## config.mk

```make
export PLATFORM = sky130hd
export DESIGN_NAME = cache_top
export DESIGN_NICKNAME = d
export VERILOG_FILES = /design/src/common/mem_msg_pkg.sv /design/src/common/cache_pkg.sv /design/src/cache/cache_ctrl.sv /design/src/cache/cache_dpath.sv /design/src/cache/cache_top.sv
export SDC_FILE = /design/constraint.sdc
export NUM_CORES = 2
export LEC_CHECK = 0
export ABC_AREA = 1
export BUFFER_PORTS_ARGS = -buffer_cell sky130_fd_sc_hd__buf_2
export CAP_MARGIN = 40
export CELL_PAD_IN_SITES_DETAIL_PLACEMENT = 1
export CELL_PAD_IN_SITES_GLOBAL_PLACEMENT = 2
export CORE_ASPECT_RATIO = 2
export CORE_MARGIN = 10
export CORE_UTILIZATION = 42
export CTS_CLUSTER_DIAMETER = 200
export CTS_CLUSTER_SIZE = 28
export DETAILED_ROUTE_END_ITERATION = 8
export PLACE_DENSITY_LB_ADDON = 0.1
export SLEW_MARGIN = 20
export SYNTH_ARGS = -nofsm -noshare
export SYNTH_HDL_FRONTEND = slang
export SYNTH_SLANG_ARGS = --single-unit
```

## constraint.sdc

```tcl
create_clock -name clk -period 10.2 [get_ports clk]
set_input_delay 1.53 -clock clk [delete_from_list [all_inputs] [get_ports clk]]
set_output_delay 1.53 -clock clk [all_outputs]
set_load 0.02 [all_outputs]
```

## src/common/mem_msg_pkg.sv

```systemverilog
// Message formats for the word-wide processor port and the line-wide memory port
// All addresses are byte addresses; line requests use line-aligned addresses
`default_nettype none

package mem_msg_pkg;

  // Request and response kind, shared by both ports
  typedef enum logic [1:0] {
    READ  = 2'd0,
    WRITE = 2'd1,
    INIT  = 2'd2   // Write a word without refill, processor port only
  } mem_type_e;

  // Processor request, 66 bits
  typedef struct packed {
    mem_type_e   msg_type;
    logic [31:0] addr;
    logic [31:0] data;
  } word_req_t;

  // Processor response, 35 bits
  typedef struct packed {
    mem_type_e   msg_type;
    logic        hit;
    logic [31:0] data;   // Zero for write and init
  } word_resp_t;

  // Memory request, 162 bits
  typedef struct packed {
    mem_type_e    msg_type;  // READ or WRITE
    logic [31:0]  addr;
    logic [127:0] data;
  } line_req_t;

  // Memory response, 130 bits
  typedef struct packed {
    mem_type_e    msg_type;
    logic [127:0] data;
  } line_resp_t;

endpackage

`default_nettype wire

```

## src/common/cache_pkg.sv

```systemverilog
// Geometry and control types of the direct-mapped cache
// Line geometry is fixed; the number of sets is a module parameter
`default_nettype none

package cache_pkg;

  localparam int LINE_WORDS  = 4;               // Words per line
  localparam int OFFSET_BITS = 4;               // Byte offset within a line
  localparam int LINE_BITS   = 32 * LINE_WORDS;

  typedef enum logic [3:0] {
    IDLE,
    TAG_CHECK,
    INIT_ACCESS,
    READ_ACCESS,
    WRITE_ACCESS,
    REFILL_REQ,
    REFILL_WAIT,
    REFILL_UPDATE,
    EVICT_PREP,
    EVICT_REQ,     // Send the dirty line, then wait for its ack
    RESP
  } ctrl_state_e;

  // Controller to datapath enables
  typedef struct packed {
    logic req_en;        // Capture the processor request
    logic tag_wen;
    logic data_wen;
    logic word_write;    // Line write merges the request word, else the refill line
    logic valid_wen;     // Set valid and write dirty_in
    logic dirty_in;
    logic read_en;       // Response data is the selected word, else zero
    logic evict_en;      // Latch victim address and line
    logic memreq_evict;  // Memory request is the eviction write
    logic hit_en;
    logic resp_type_en;  // Load response type and data
    logic memresp_en;
  } ctrl_t;

  // Datapath to controller status
  typedef struct packed {
    mem_msg_pkg::mem_type_e req_type;
    logic                   hit;
    logic                   victim_dirty;
  } status_t;

endpackage

`default_nettype wire

```

## src/cache/cache_ctrl.sv

```systemverilog
// Blocking cache controller, one request in flight
// The eviction write ack is awaited in EVICT_REQ before the refill starts
`timescale 1ns/10ps
`default_nettype none

module cache_ctrl
  import mem_msg_pkg::*, cache_pkg::*;
(
  input  logic    clk,
  input  logic    reset,

  input  logic    cachereq_val,
  output logic    cachereq_rdy,
  output logic    cacheresp_val,
  input  logic    cacheresp_rdy,

  output logic    memreq_val,
  input  logic    memreq_rdy,
  input  logic    memresp_val,
  output logic    memresp_rdy,

  output ctrl_t   ctrl,
  input  status_t status
);

  ctrl_state_e state;
  ctrl_state_e next_state;
  logic        evict_sent;   // Eviction write accepted, waiting for the ack
  logic        evict_sent_next;

  //--------------------------------------------------------------------
  // State register
  //--------------------------------------------------------------------

  always_ff @(posedge clk) begin
    if (reset) begin
      state      <= IDLE;
      evict_sent <= 1'b0;
    end else begin
      state      <= next_state;
      evict_sent <= evict_sent_next;
    end
  end

  // Stays set from the write transfer until the ack arrives
  assign evict_sent_next = (state == EVICT_REQ) && (evict_sent || memreq_rdy)
                           && !(evict_sent && memresp_val);

  //--------------------------------------------------------------------
  // Next state
  //--------------------------------------------------------------------

  always_comb begin
    next_state = state;
    case (state)
      IDLE: begin
        if (cachereq_val) next_state = TAG_CHECK;
      end
      TAG_CHECK: begin
        if (status.req_type == INIT) begin
          next_state = INIT_ACCESS;            // Init never refills
        end else if (status.hit) begin
          if (status.req_type == WRITE) next_state = WRITE_ACCESS;
          else                          next_state = READ_ACCESS;
        end else if (status.victim_dirty) begin
          next_state = EVICT_PREP;
        end else begin
          next_state = REFILL_REQ;
        end
      end
      INIT_ACCESS,
      READ_ACCESS,
      WRITE_ACCESS: next_state = RESP;
      REFILL_REQ: begin
        if (memreq_rdy) next_state = REFILL_WAIT;
      end
      REFILL_WAIT: begin
        if (memresp_val) next_state = REFILL_UPDATE;
      end
      REFILL_UPDATE: begin
        if (status.req_type == WRITE) next_state = WRITE_ACCESS;
        else                          next_state = READ_ACCESS;
      end
      EVICT_PREP: next_state = EVICT_REQ;
      EVICT_REQ: begin
        if (evict_sent && memresp_val) next_state = REFILL_REQ;
      end
      RESP: begin
        if (cacheresp_rdy) next_state = IDLE;
      end
      default: next_state = IDLE;
    endcase
  end

  //--------------------------------------------------------------------
  // State outputs
  //--------------------------------------------------------------------

  always_comb begin
    cachereq_rdy  = 1'b0;
    cacheresp_val = 1'b0;
    memreq_val    = 1'b0;
    memresp_rdy   = 1'b0;
    ctrl          = '0;
    case (state)
      IDLE: begin
        cachereq_rdy = 1'b1;
        ctrl.req_en  = 1'b1;
      end
      TAG_CHECK: ctrl.hit_en = 1'b1;
      INIT_ACCESS: begin
        ctrl.tag_wen      = 1'b1;
        ctrl.data_wen     = 1'b1;
        ctrl.word_write   = 1'b1;
        ctrl.valid_wen    = 1'b1;   // Valid and clean
        ctrl.resp_type_en = 1'b1;
      end
      READ_ACCESS: begin
        ctrl.read_en      = 1'b1;
        ctrl.resp_type_en = 1'b1;
      end
      WRITE_ACCESS: begin
        ctrl.data_wen     = 1'b1;
        ctrl.word_write   = 1'b1;
        ctrl.valid_wen    = 1'b1;
        ctrl.dirty_in     = 1'b1;   // Always dirty after a write
        ctrl.resp_type_en = 1'b1;
      end
      REFILL_REQ: memreq_val = 1'b1;
      REFILL_WAIT: begin
        memresp_rdy     = 1'b1;
        ctrl.memresp_en = memresp_val;
      end
      REFILL_UPDATE: begin
        ctrl.tag_wen   = 1'b1;
        ctrl.data_wen  = 1'b1;
        ctrl.valid_wen = 1'b1;      // Fresh line is clean
      end
      EVICT_PREP: ctrl.evict_en = 1'b1;
      EVICT_REQ: begin
        memreq_val        = !evict_sent;
        memresp_rdy       = evict_sent;
        ctrl.memreq_evict = 1'b1;
      end
      RESP: cacheresp_val = 1'b1;
      default: begin
        cachereq_rdy = 1'b1;
        ctrl.req_en  = 1'b1;
      end
    endcase
  end

endmodule

`default_nettype wire

```

## src/cache/cache_dpath.sv

```systemverilog
// Direct-mapped cache datapath with tag, valid, dirty and data arrays
// num_sets must be a power of two of at least 2
`timescale 1ns/10ps
`default_nettype none

module cache_dpath
  import mem_msg_pkg::*, cache_pkg::*;
#(
  parameter int num_sets = 8
) (
  input  logic       clk,
  input  logic       reset,
  input  word_req_t  cachereq,
  output word_resp_t cacheresp,
  output line_req_t  memreq,
  input  line_resp_t memresp,
  input  ctrl_t      ctrl,
  output status_t    status
);

  localparam int INDEX_BITS = $clog2(num_sets);
  localparam int WOFF_BITS  = $clog2(LINE_WORDS);
  localparam int TAG_BITS   = 32 - OFFSET_BITS - INDEX_BITS;

  //--------------------------------------------------------------------
  // Request register and address split
  //--------------------------------------------------------------------

  word_req_t             req_q;
  logic [TAG_BITS-1:0]   req_tag;
  logic [INDEX_BITS-1:0] req_idx;
  logic [WOFF_BITS-1:0]  req_woff;

  always_ff @(posedge clk) begin
    if (ctrl.req_en) req_q <= cachereq;
  end

  assign req_tag  = req_q.addr[31 -: TAG_BITS];
  assign req_idx  = req_q.addr[OFFSET_BITS +: INDEX_BITS];
  assign req_woff = req_q.addr[OFFSET_BITS-WOFF_BITS +: WOFF_BITS];

  //--------------------------------------------------------------------
  // Tag array and valid/dirty record
  //--------------------------------------------------------------------

  logic [TAG_BITS-1:0] tag_array [num_sets];
  logic [num_sets-1:0] valid_bits;
  logic [num_sets-1:0] dirty_bits;

  always_ff @(posedge clk) begin
    if (ctrl.tag_wen) tag_array[req_idx] <= req_tag;
  end

  always_ff @(posedge clk) begin
    if (reset) begin
      valid_bits <= '0;
      dirty_bits <= '0;
    end else if (ctrl.valid_wen) begin
      valid_bits[req_idx] <= 1'b1;
      dirty_bits[req_idx] <= ctrl.dirty_in;
    end
  end

  assign status.req_type     = req_q.msg_type;
  assign status.hit          = valid_bits[req_idx] && (tag_array[req_idx] == req_tag);
  assign status.victim_dirty = valid_bits[req_idx] && dirty_bits[req_idx];

  //--------------------------------------------------------------------
  // Data array, refill line and word merge
  //--------------------------------------------------------------------

  logic [LINE_BITS-1:0] data_array [num_sets];
  logic [LINE_BITS-1:0] refill_line;
  logic [LINE_BITS-1:0] line_in;

  always_ff @(posedge clk) begin
    if (ctrl.memresp_en) refill_line <= memresp.data;
  end

  always_comb begin
    if (ctrl.word_write) begin
      line_in = data_array[req_idx];
      line_in[req_woff*32 +: 32] = req_q.data;   // Replace one word in place
    end else begin
      line_in = refill_line;
    end
  end

  always_ff @(posedge clk) begin
    if (ctrl.data_wen) data_array[req_idx] <= line_in;
  end

  //--------------------------------------------------------------------
  // Eviction and memory request
  //--------------------------------------------------------------------

  logic [31:0]          evict_addr;
  logic [LINE_BITS-1:0] evict_line;

  always_ff @(posedge clk) begin
    if (ctrl.evict_en) begin
      evict_addr <= {tag_array[req_idx], req_idx, {OFFSET_BITS{1'b0}}};
      evict_line <= data_array[req_idx];
    end
  end

  assign memreq.msg_type = ctrl.memreq_evict ? WRITE : READ;
  assign memreq.addr     = ctrl.memreq_evict ? evict_addr
                                             : {req_tag, req_idx, {OFFSET_BITS{1'b0}}};
  assign memreq.data     = ctrl.memreq_evict ? evict_line : '0;

  //--------------------------------------------------------------------
  // Response registers
  //--------------------------------------------------------------------

  logic        hit_q;
  mem_type_e   resp_type_q;
  logic [31:0] read_data_q;

  always_ff @(posedge clk) begin
    if (ctrl.hit_en) hit_q <= status.hit && (req_q.msg_type != INIT);   // Init is a miss
  end

  always_ff @(posedge clk) begin
    if (ctrl.resp_type_en) begin
      resp_type_q <= req_q.msg_type;
      read_data_q <= ctrl.read_en ? data_array[req_idx][req_woff*32 +: 32] : '0;
    end
  end

  assign cacheresp.msg_type = resp_type_q;
  assign cacheresp.hit      = hit_q;
  assign cacheresp.data     = read_data_q;

endmodule

`default_nettype wire

```

## src/cache/cache_top.sv

```systemverilog
// Blocking write-back, write-allocate cache, direct mapped with 16-byte lines
// Init writes a word and marks its line valid and clean with no refill
`timescale 1ns/10ps
`default_nettype none

module cache_top
  import mem_msg_pkg::*, cache_pkg::*;
#(
  parameter int num_sets = 8   // Power of two, at least 2
) (
  input  logic       clk,
  input  logic       reset,

  // Processor port
  input  logic       cachereq_val,
  output logic       cachereq_rdy,
  input  word_req_t  cachereq,
  output logic       cacheresp_val,
  input  logic       cacheresp_rdy,
  output word_resp_t cacheresp,

  // Memory port
  output logic       memreq_val,
  input  logic       memreq_rdy,
  output line_req_t  memreq,
  input  logic       memresp_val,
  output logic       memresp_rdy,
  input  line_resp_t memresp
);

  ctrl_t   ctrl;
  status_t status;

  cache_ctrl u_ctrl (
    .clk           (clk),
    .reset         (reset),
    .cachereq_val  (cachereq_val),
    .cachereq_rdy  (cachereq_rdy),
    .cacheresp_val (cacheresp_val),
    .cacheresp_rdy (cacheresp_rdy),
    .memreq_val    (memreq_val),
    .memreq_rdy    (memreq_rdy),
    .memresp_val   (memresp_val),
    .memresp_rdy   (memresp_rdy),
    .ctrl          (ctrl),
    .status        (status)
  );

  cache_dpath #(
    .num_sets (num_sets)
  ) u_dpath (
    .clk       (clk),
    .reset     (reset),
    .cachereq  (cachereq),
    .cacheresp (cacheresp),
    .memreq    (memreq),
    .memresp   (memresp),
    .ctrl      (ctrl),
    .status    (status)
  );

endmodule

`default_nettype wire

```

==> results list <==
- Global-route usage over all layers: 0.277
- Standby leakage power: 26.2 nW
- Summed over all layers, the routed wires come to 248,000 um.
* Number of setup buffers added after CTS: 0
- Residual DRC: 0
- Relative to the synthesized area, the layout overhead comes to 9.66%.
- For the final routed database, the setup TNS stands at 0 ps.
* Xor and xnor fraction of the mapped netlist area: 0
- Fraction of layout cells with a size suffix above 1: 0.107
- Highest net fanout along the worst path: 59
* Number of vias per cell after detailed routing: 5.81
- Number of warnings issued by yosys: 0
- Measured along the x axis, the die boundary spans 301 um.
- By area the synthesized netlist is led by sky130_fd_sc_hd__edfxtp_1 (73%), sky130_fd_sc_hd__nand2_1 (5.8%), sky130_fd_sc_hd__nor2_1 (5.3%).
- The first global-routing pass estimated 349,000 um of wire.
- STA classifies the critical path startpoint as a flip-flop.
* Relative slew margins: 0.335
- For the finished layout, the period the worst path requires is 5100 ps.
* Cts-stage hold buffer count: 0
- Initial core utilization: 0.421
- Routability congestion estimate: 0.819
- CTS root buf: sky130_fd_sc_hd__clkbuf_16
- DP Cell Count: 7,867
- Cell count of the worst reg-to-reg path: 9
- In the final routed layout, each cell accounts on average for 31.2 um.
* Vias: 46,300
- After clock tree synthesis, the clock-pin slew on the worst setup and hold paths is 120 ps.
* Post-synthesis cell area: 66,300 um^2
* Die span in y: 582 um
- TritonCTS built the clock tree.
* Setup repair after global routing missed its margin: false
- The worst hold path begins at u_dpath.valid_bits[0]$_SDFFE_PP0P_.
- Standard-cell row count: 206
- Data on the critical path arrives at its endpoint at 3570 ps.
* Tcrit/Tclk final: 0.500
- H-tree level count: 3
- Pin placement for this block handled 403 I/O pins.
* Min setup slack post-route: 5100 ps
- The internal portion of the total power is 12.7 mW.
- After synthesis, the largest family of logic cells by area is simple AND/OR/NAND/NOR gates.
- Once the clock tree was built, the resizer swapped 0 gates to a different size.
* Status: finished clean
- Power share of the sequential group: 0.432
* Floorplan Core Area: 157,000 um^2
- Path category of the worst min-delay check: reg2reg
- The analysis attributes to net switching a power of 10.1 mW.
- The number of antenna violations at the first check in global routing was 28.
* Hold worst-path end: u_dpath.valid_bits[0]$_SDFFE_PP0P_
- Post-synth top cells: sky130_fd_sc_hd__edfxtp_1 (1,607), sky130_fd_sc_hd__nand2_1 (1,023), sky130_fd_sc_hd__nor2_1 (931)
- The number of pins with negative max-slew slack in the final report is 0.
* Number of buffers created by CTS: 68
- In the final layout, the multi-input gates occupy 14,700 um^2.
* Detail Placement HPWL: 158,000 um
- Top-area cell type share of the netlist area: 0.728
* Tightest Pin Transition: 998 ps
- The endpoint identified for the worst register-to-register timing path is u_dpath.data_array[5][35]$_DFFE_PP_.
- Buffer levels on the longest clock path: 3
- Walking the worst path, the cells encountered are inv_1 -> nor2_1 -> inv_1 -> nor2_4 -> inv_6 -> buf_4 -> buf_4 -> nor2_1 -> buf_2.
- The setup check on the worst reg-to-reg path leaves a slack of 5280 ps.
* Max capacitance violation total: 0
- Of the total synthesized cell area, the portion taken by AND, OR, NAND and NOR gates is 0.123.
* Post-route non-filler standard cell count: 7,968
- In the synthesized netlist the async set-or-reset flop fraction comes to 0.
- After synthesis, the share of cell area in mux cells is 0.
- The netlist uses 33 different library cells.
- The via count of the first global-routing pass came to 47,600.
- STA puts the critical path data required time at 8670 ps.
- For this design the ratio of total power to cell area is 314 nW/um^2.
- For this run, the top clock speed supported by timing is 196 MHz.
- Number of sinks driven by the clock tree: 1,631
- In this design, the stage delay of the slowest critical-path cell is 590 ps.
- The worst-case IR drop observed on VDD is 0.216 mV.
* Class of the most critical setup path: reg2out
- Final ANT Viol Nets: 0
- Registers take 48,700 um^2.
- The share of the Yosys chip area taken by registers is 0.736.
- Share of power burned in the clock network: 0.148
- The worst hold path was traced through 2 stages.
- The die covers 175,000 um^2.
- Mean area per synthesized cell: 11.8 um^2
- Synthesis produced a netlist whose cell count is 5,623.
- Share of total power consumed by net switching: 0.444
- Number of flops mapped to enable cells by yosys: 1,607
- Of the total synthesized cell area, the portion taken by full adders, half adders and majority gates is 0.000944.
- Of all cell types, the one taking the most synthesized area is sky130_fd_sc_hd__edfxtp_1.
* Initial DRC count: 4,383
- Entering global routing, the biggest net connects 195 pins.
* Total gr overflow: 0
- Count of final hold-check violations: 0
- Number of buffers inserted by port buffering: 393
* Final setup viols: 0
- The filler cells instantiated in the layout total 16,700.
- Largest delay contributor family on the critical path: buffers and inverters
- The design draws 22.8 mW.
* Most common cell in the netlist: sky130_fd_sc_hd__edfxtp_1
- At the later pin of the worst-skew pair, clock insertion delay measures 710 ps.
- Post-layout nets: 6,074
- Clock skew on the completed layout was measured at 44.8 ps.
- Master of the slowest instance on the critical path: sky130_fd_sc_hd__buf_4
* Synth Flop Type: sky130_fd_sc_hd__edfxtp_1
- The first detailed-routing pass ran for 5 iterations.
- Together, buffers and inverters on the worst path number 6.
- Gate power share: 0.420
* Number of flip-flops and latches in the synthesized netlist: 1,631
- Timing analysis after detailed placement gives a worst setup slack of 5290 ps.
* Sort of element at the end of the critical path: output port
* Share of the synthesized area in compound gates (AO/OA/AOI/OAI): 0.0959
## tightest hold or removal path, cell delays in order, from the launching register on
cell                      delay, ps
sky130_fd_sc_hd__dfxtp_1        320
sky130_fd_sc_hd__inv_1           60
sky130_fd_sc_hd__a21oi_1         60
## layout make-up
| type | count | area share |
|---|---|---|
| antenna | 10 | 0.000344 |
| multi-input combinational | 3286 | 0.202 |
| sequential | 1631 | 0.671 |
| inverter | 365 | 0.0200 |
| clock inverter | 5 | 0.00110 |
| clock buffer | 76 | 0.0247 |
| tap | 2080 | 0.0358 |
| timing repair buffer | 515 | 0.0448 |
## power by group through the flow
stage	Sequential, mW	Combinational (mW)	Clock, mW
finish	9.85	9.56	3.38
detailed placement	9.98	9.52	0
floorplan	9.79	5.34	0
CTS	9.84	9.55	3.43
global route	9.92	10.3	3.63
global placement	9.96	9.18	0
## logic make-up after synthesis
kind of cell	Yosys count
simple gates	2117
flops	1631
other cells	1
buf+inv	710
fa+ha+maj	5
compound gates	1159
## flip-flops by register name, indices dropped and copies added (netlist names), named ones only
signal               cells
u_dpath.evict_line     128
u_dpath.dirty_bits       8
u_dpath.req_q           59
u_dpath.status           2
u_ctrl.state             4
u_dpath.hit_q            1
u_dpath.data_array    1024
u_ctrl.evict_sent        1
u_dpath.tag_array      200
u_dpath.read_data_q     32
u_dpath.evict_addr      28
u_dpath.resp_type_q      2
u_dpath.valid_bits       8
u_dpath.req_idx          3
u_dpath.refill_line    128
## metal layers
metal | global-route usage | part of all wire | up-vias
met5 | 0 | 0.00017 | -
met4 | 0.118 | 0.047 | 6
met3 | 0.0347 | 0.061 | 355
met2 | 0.482 | 0.50 | 1749
met1 | 0.343 | 0.39 | 24100
li1 | - | - | 20100
## worst max-delay path by stage
stage	start	endpoint	slack, ps	cells past startpoint
3_5_place_dp	flip-flop	u_dpath.data_array[6][35]$_DFFE_PP_	5290	9
4_1_cts	u_ctrl.state[3]$_SDFFE_PP0P_	memreq[110]	4990	9
6_report	u_ctrl.state[3]$_SDFFE_PP0P_	memreq[110]	5100	9
3_3_place_gp	flip-flop	u_dpath.data_array[4][35]$_DFFE_PP_	5430	9
5_1_grt	u_ctrl.state[3]$_SDFFE_PP0P_	memreq[110]	4920	9
2_1_floorplan	u_ctrl.state[3]$_SDFFE_PP0P_	u_dpath.evict_addr[10]$_DFFE_PN_	2420	4
## metrics by stage
| stage | hold slack, ps | utilization | area (um^2) |
|---|---|---|---|
| floorplan | 424 | - | 66300 |
| global placement | 434 | 0.447 | 70200 |
| detailed placement | 439 | 0.449 | 70600 |
| CTS | 468 | 0.461 | 72400 |
| global route | 475 | 0.462 | 72600 |
| finish | 466 | 0.462 | 72700 |
## cell usage in the layout (no fill, tap or decap), drive strengths merged
cell,count
clkbuf,79
a22oi,1
o221ai,1
nor3,7
o211ai,1
dfxtp,24
a211oi,5
nor4,1
conb,5
o22ai,253
ha,5
and3,1
nor2b,1
nand4,2
nand2,1023
clkinv,8
diode,10
a31oi,169
nor2,932
nand3b,1
inv,362
o21ai,665
nand3,149
a21oi,64
buf,512
edfxtp,1607
Note: power is estimated with default switching activity, not from simulation.
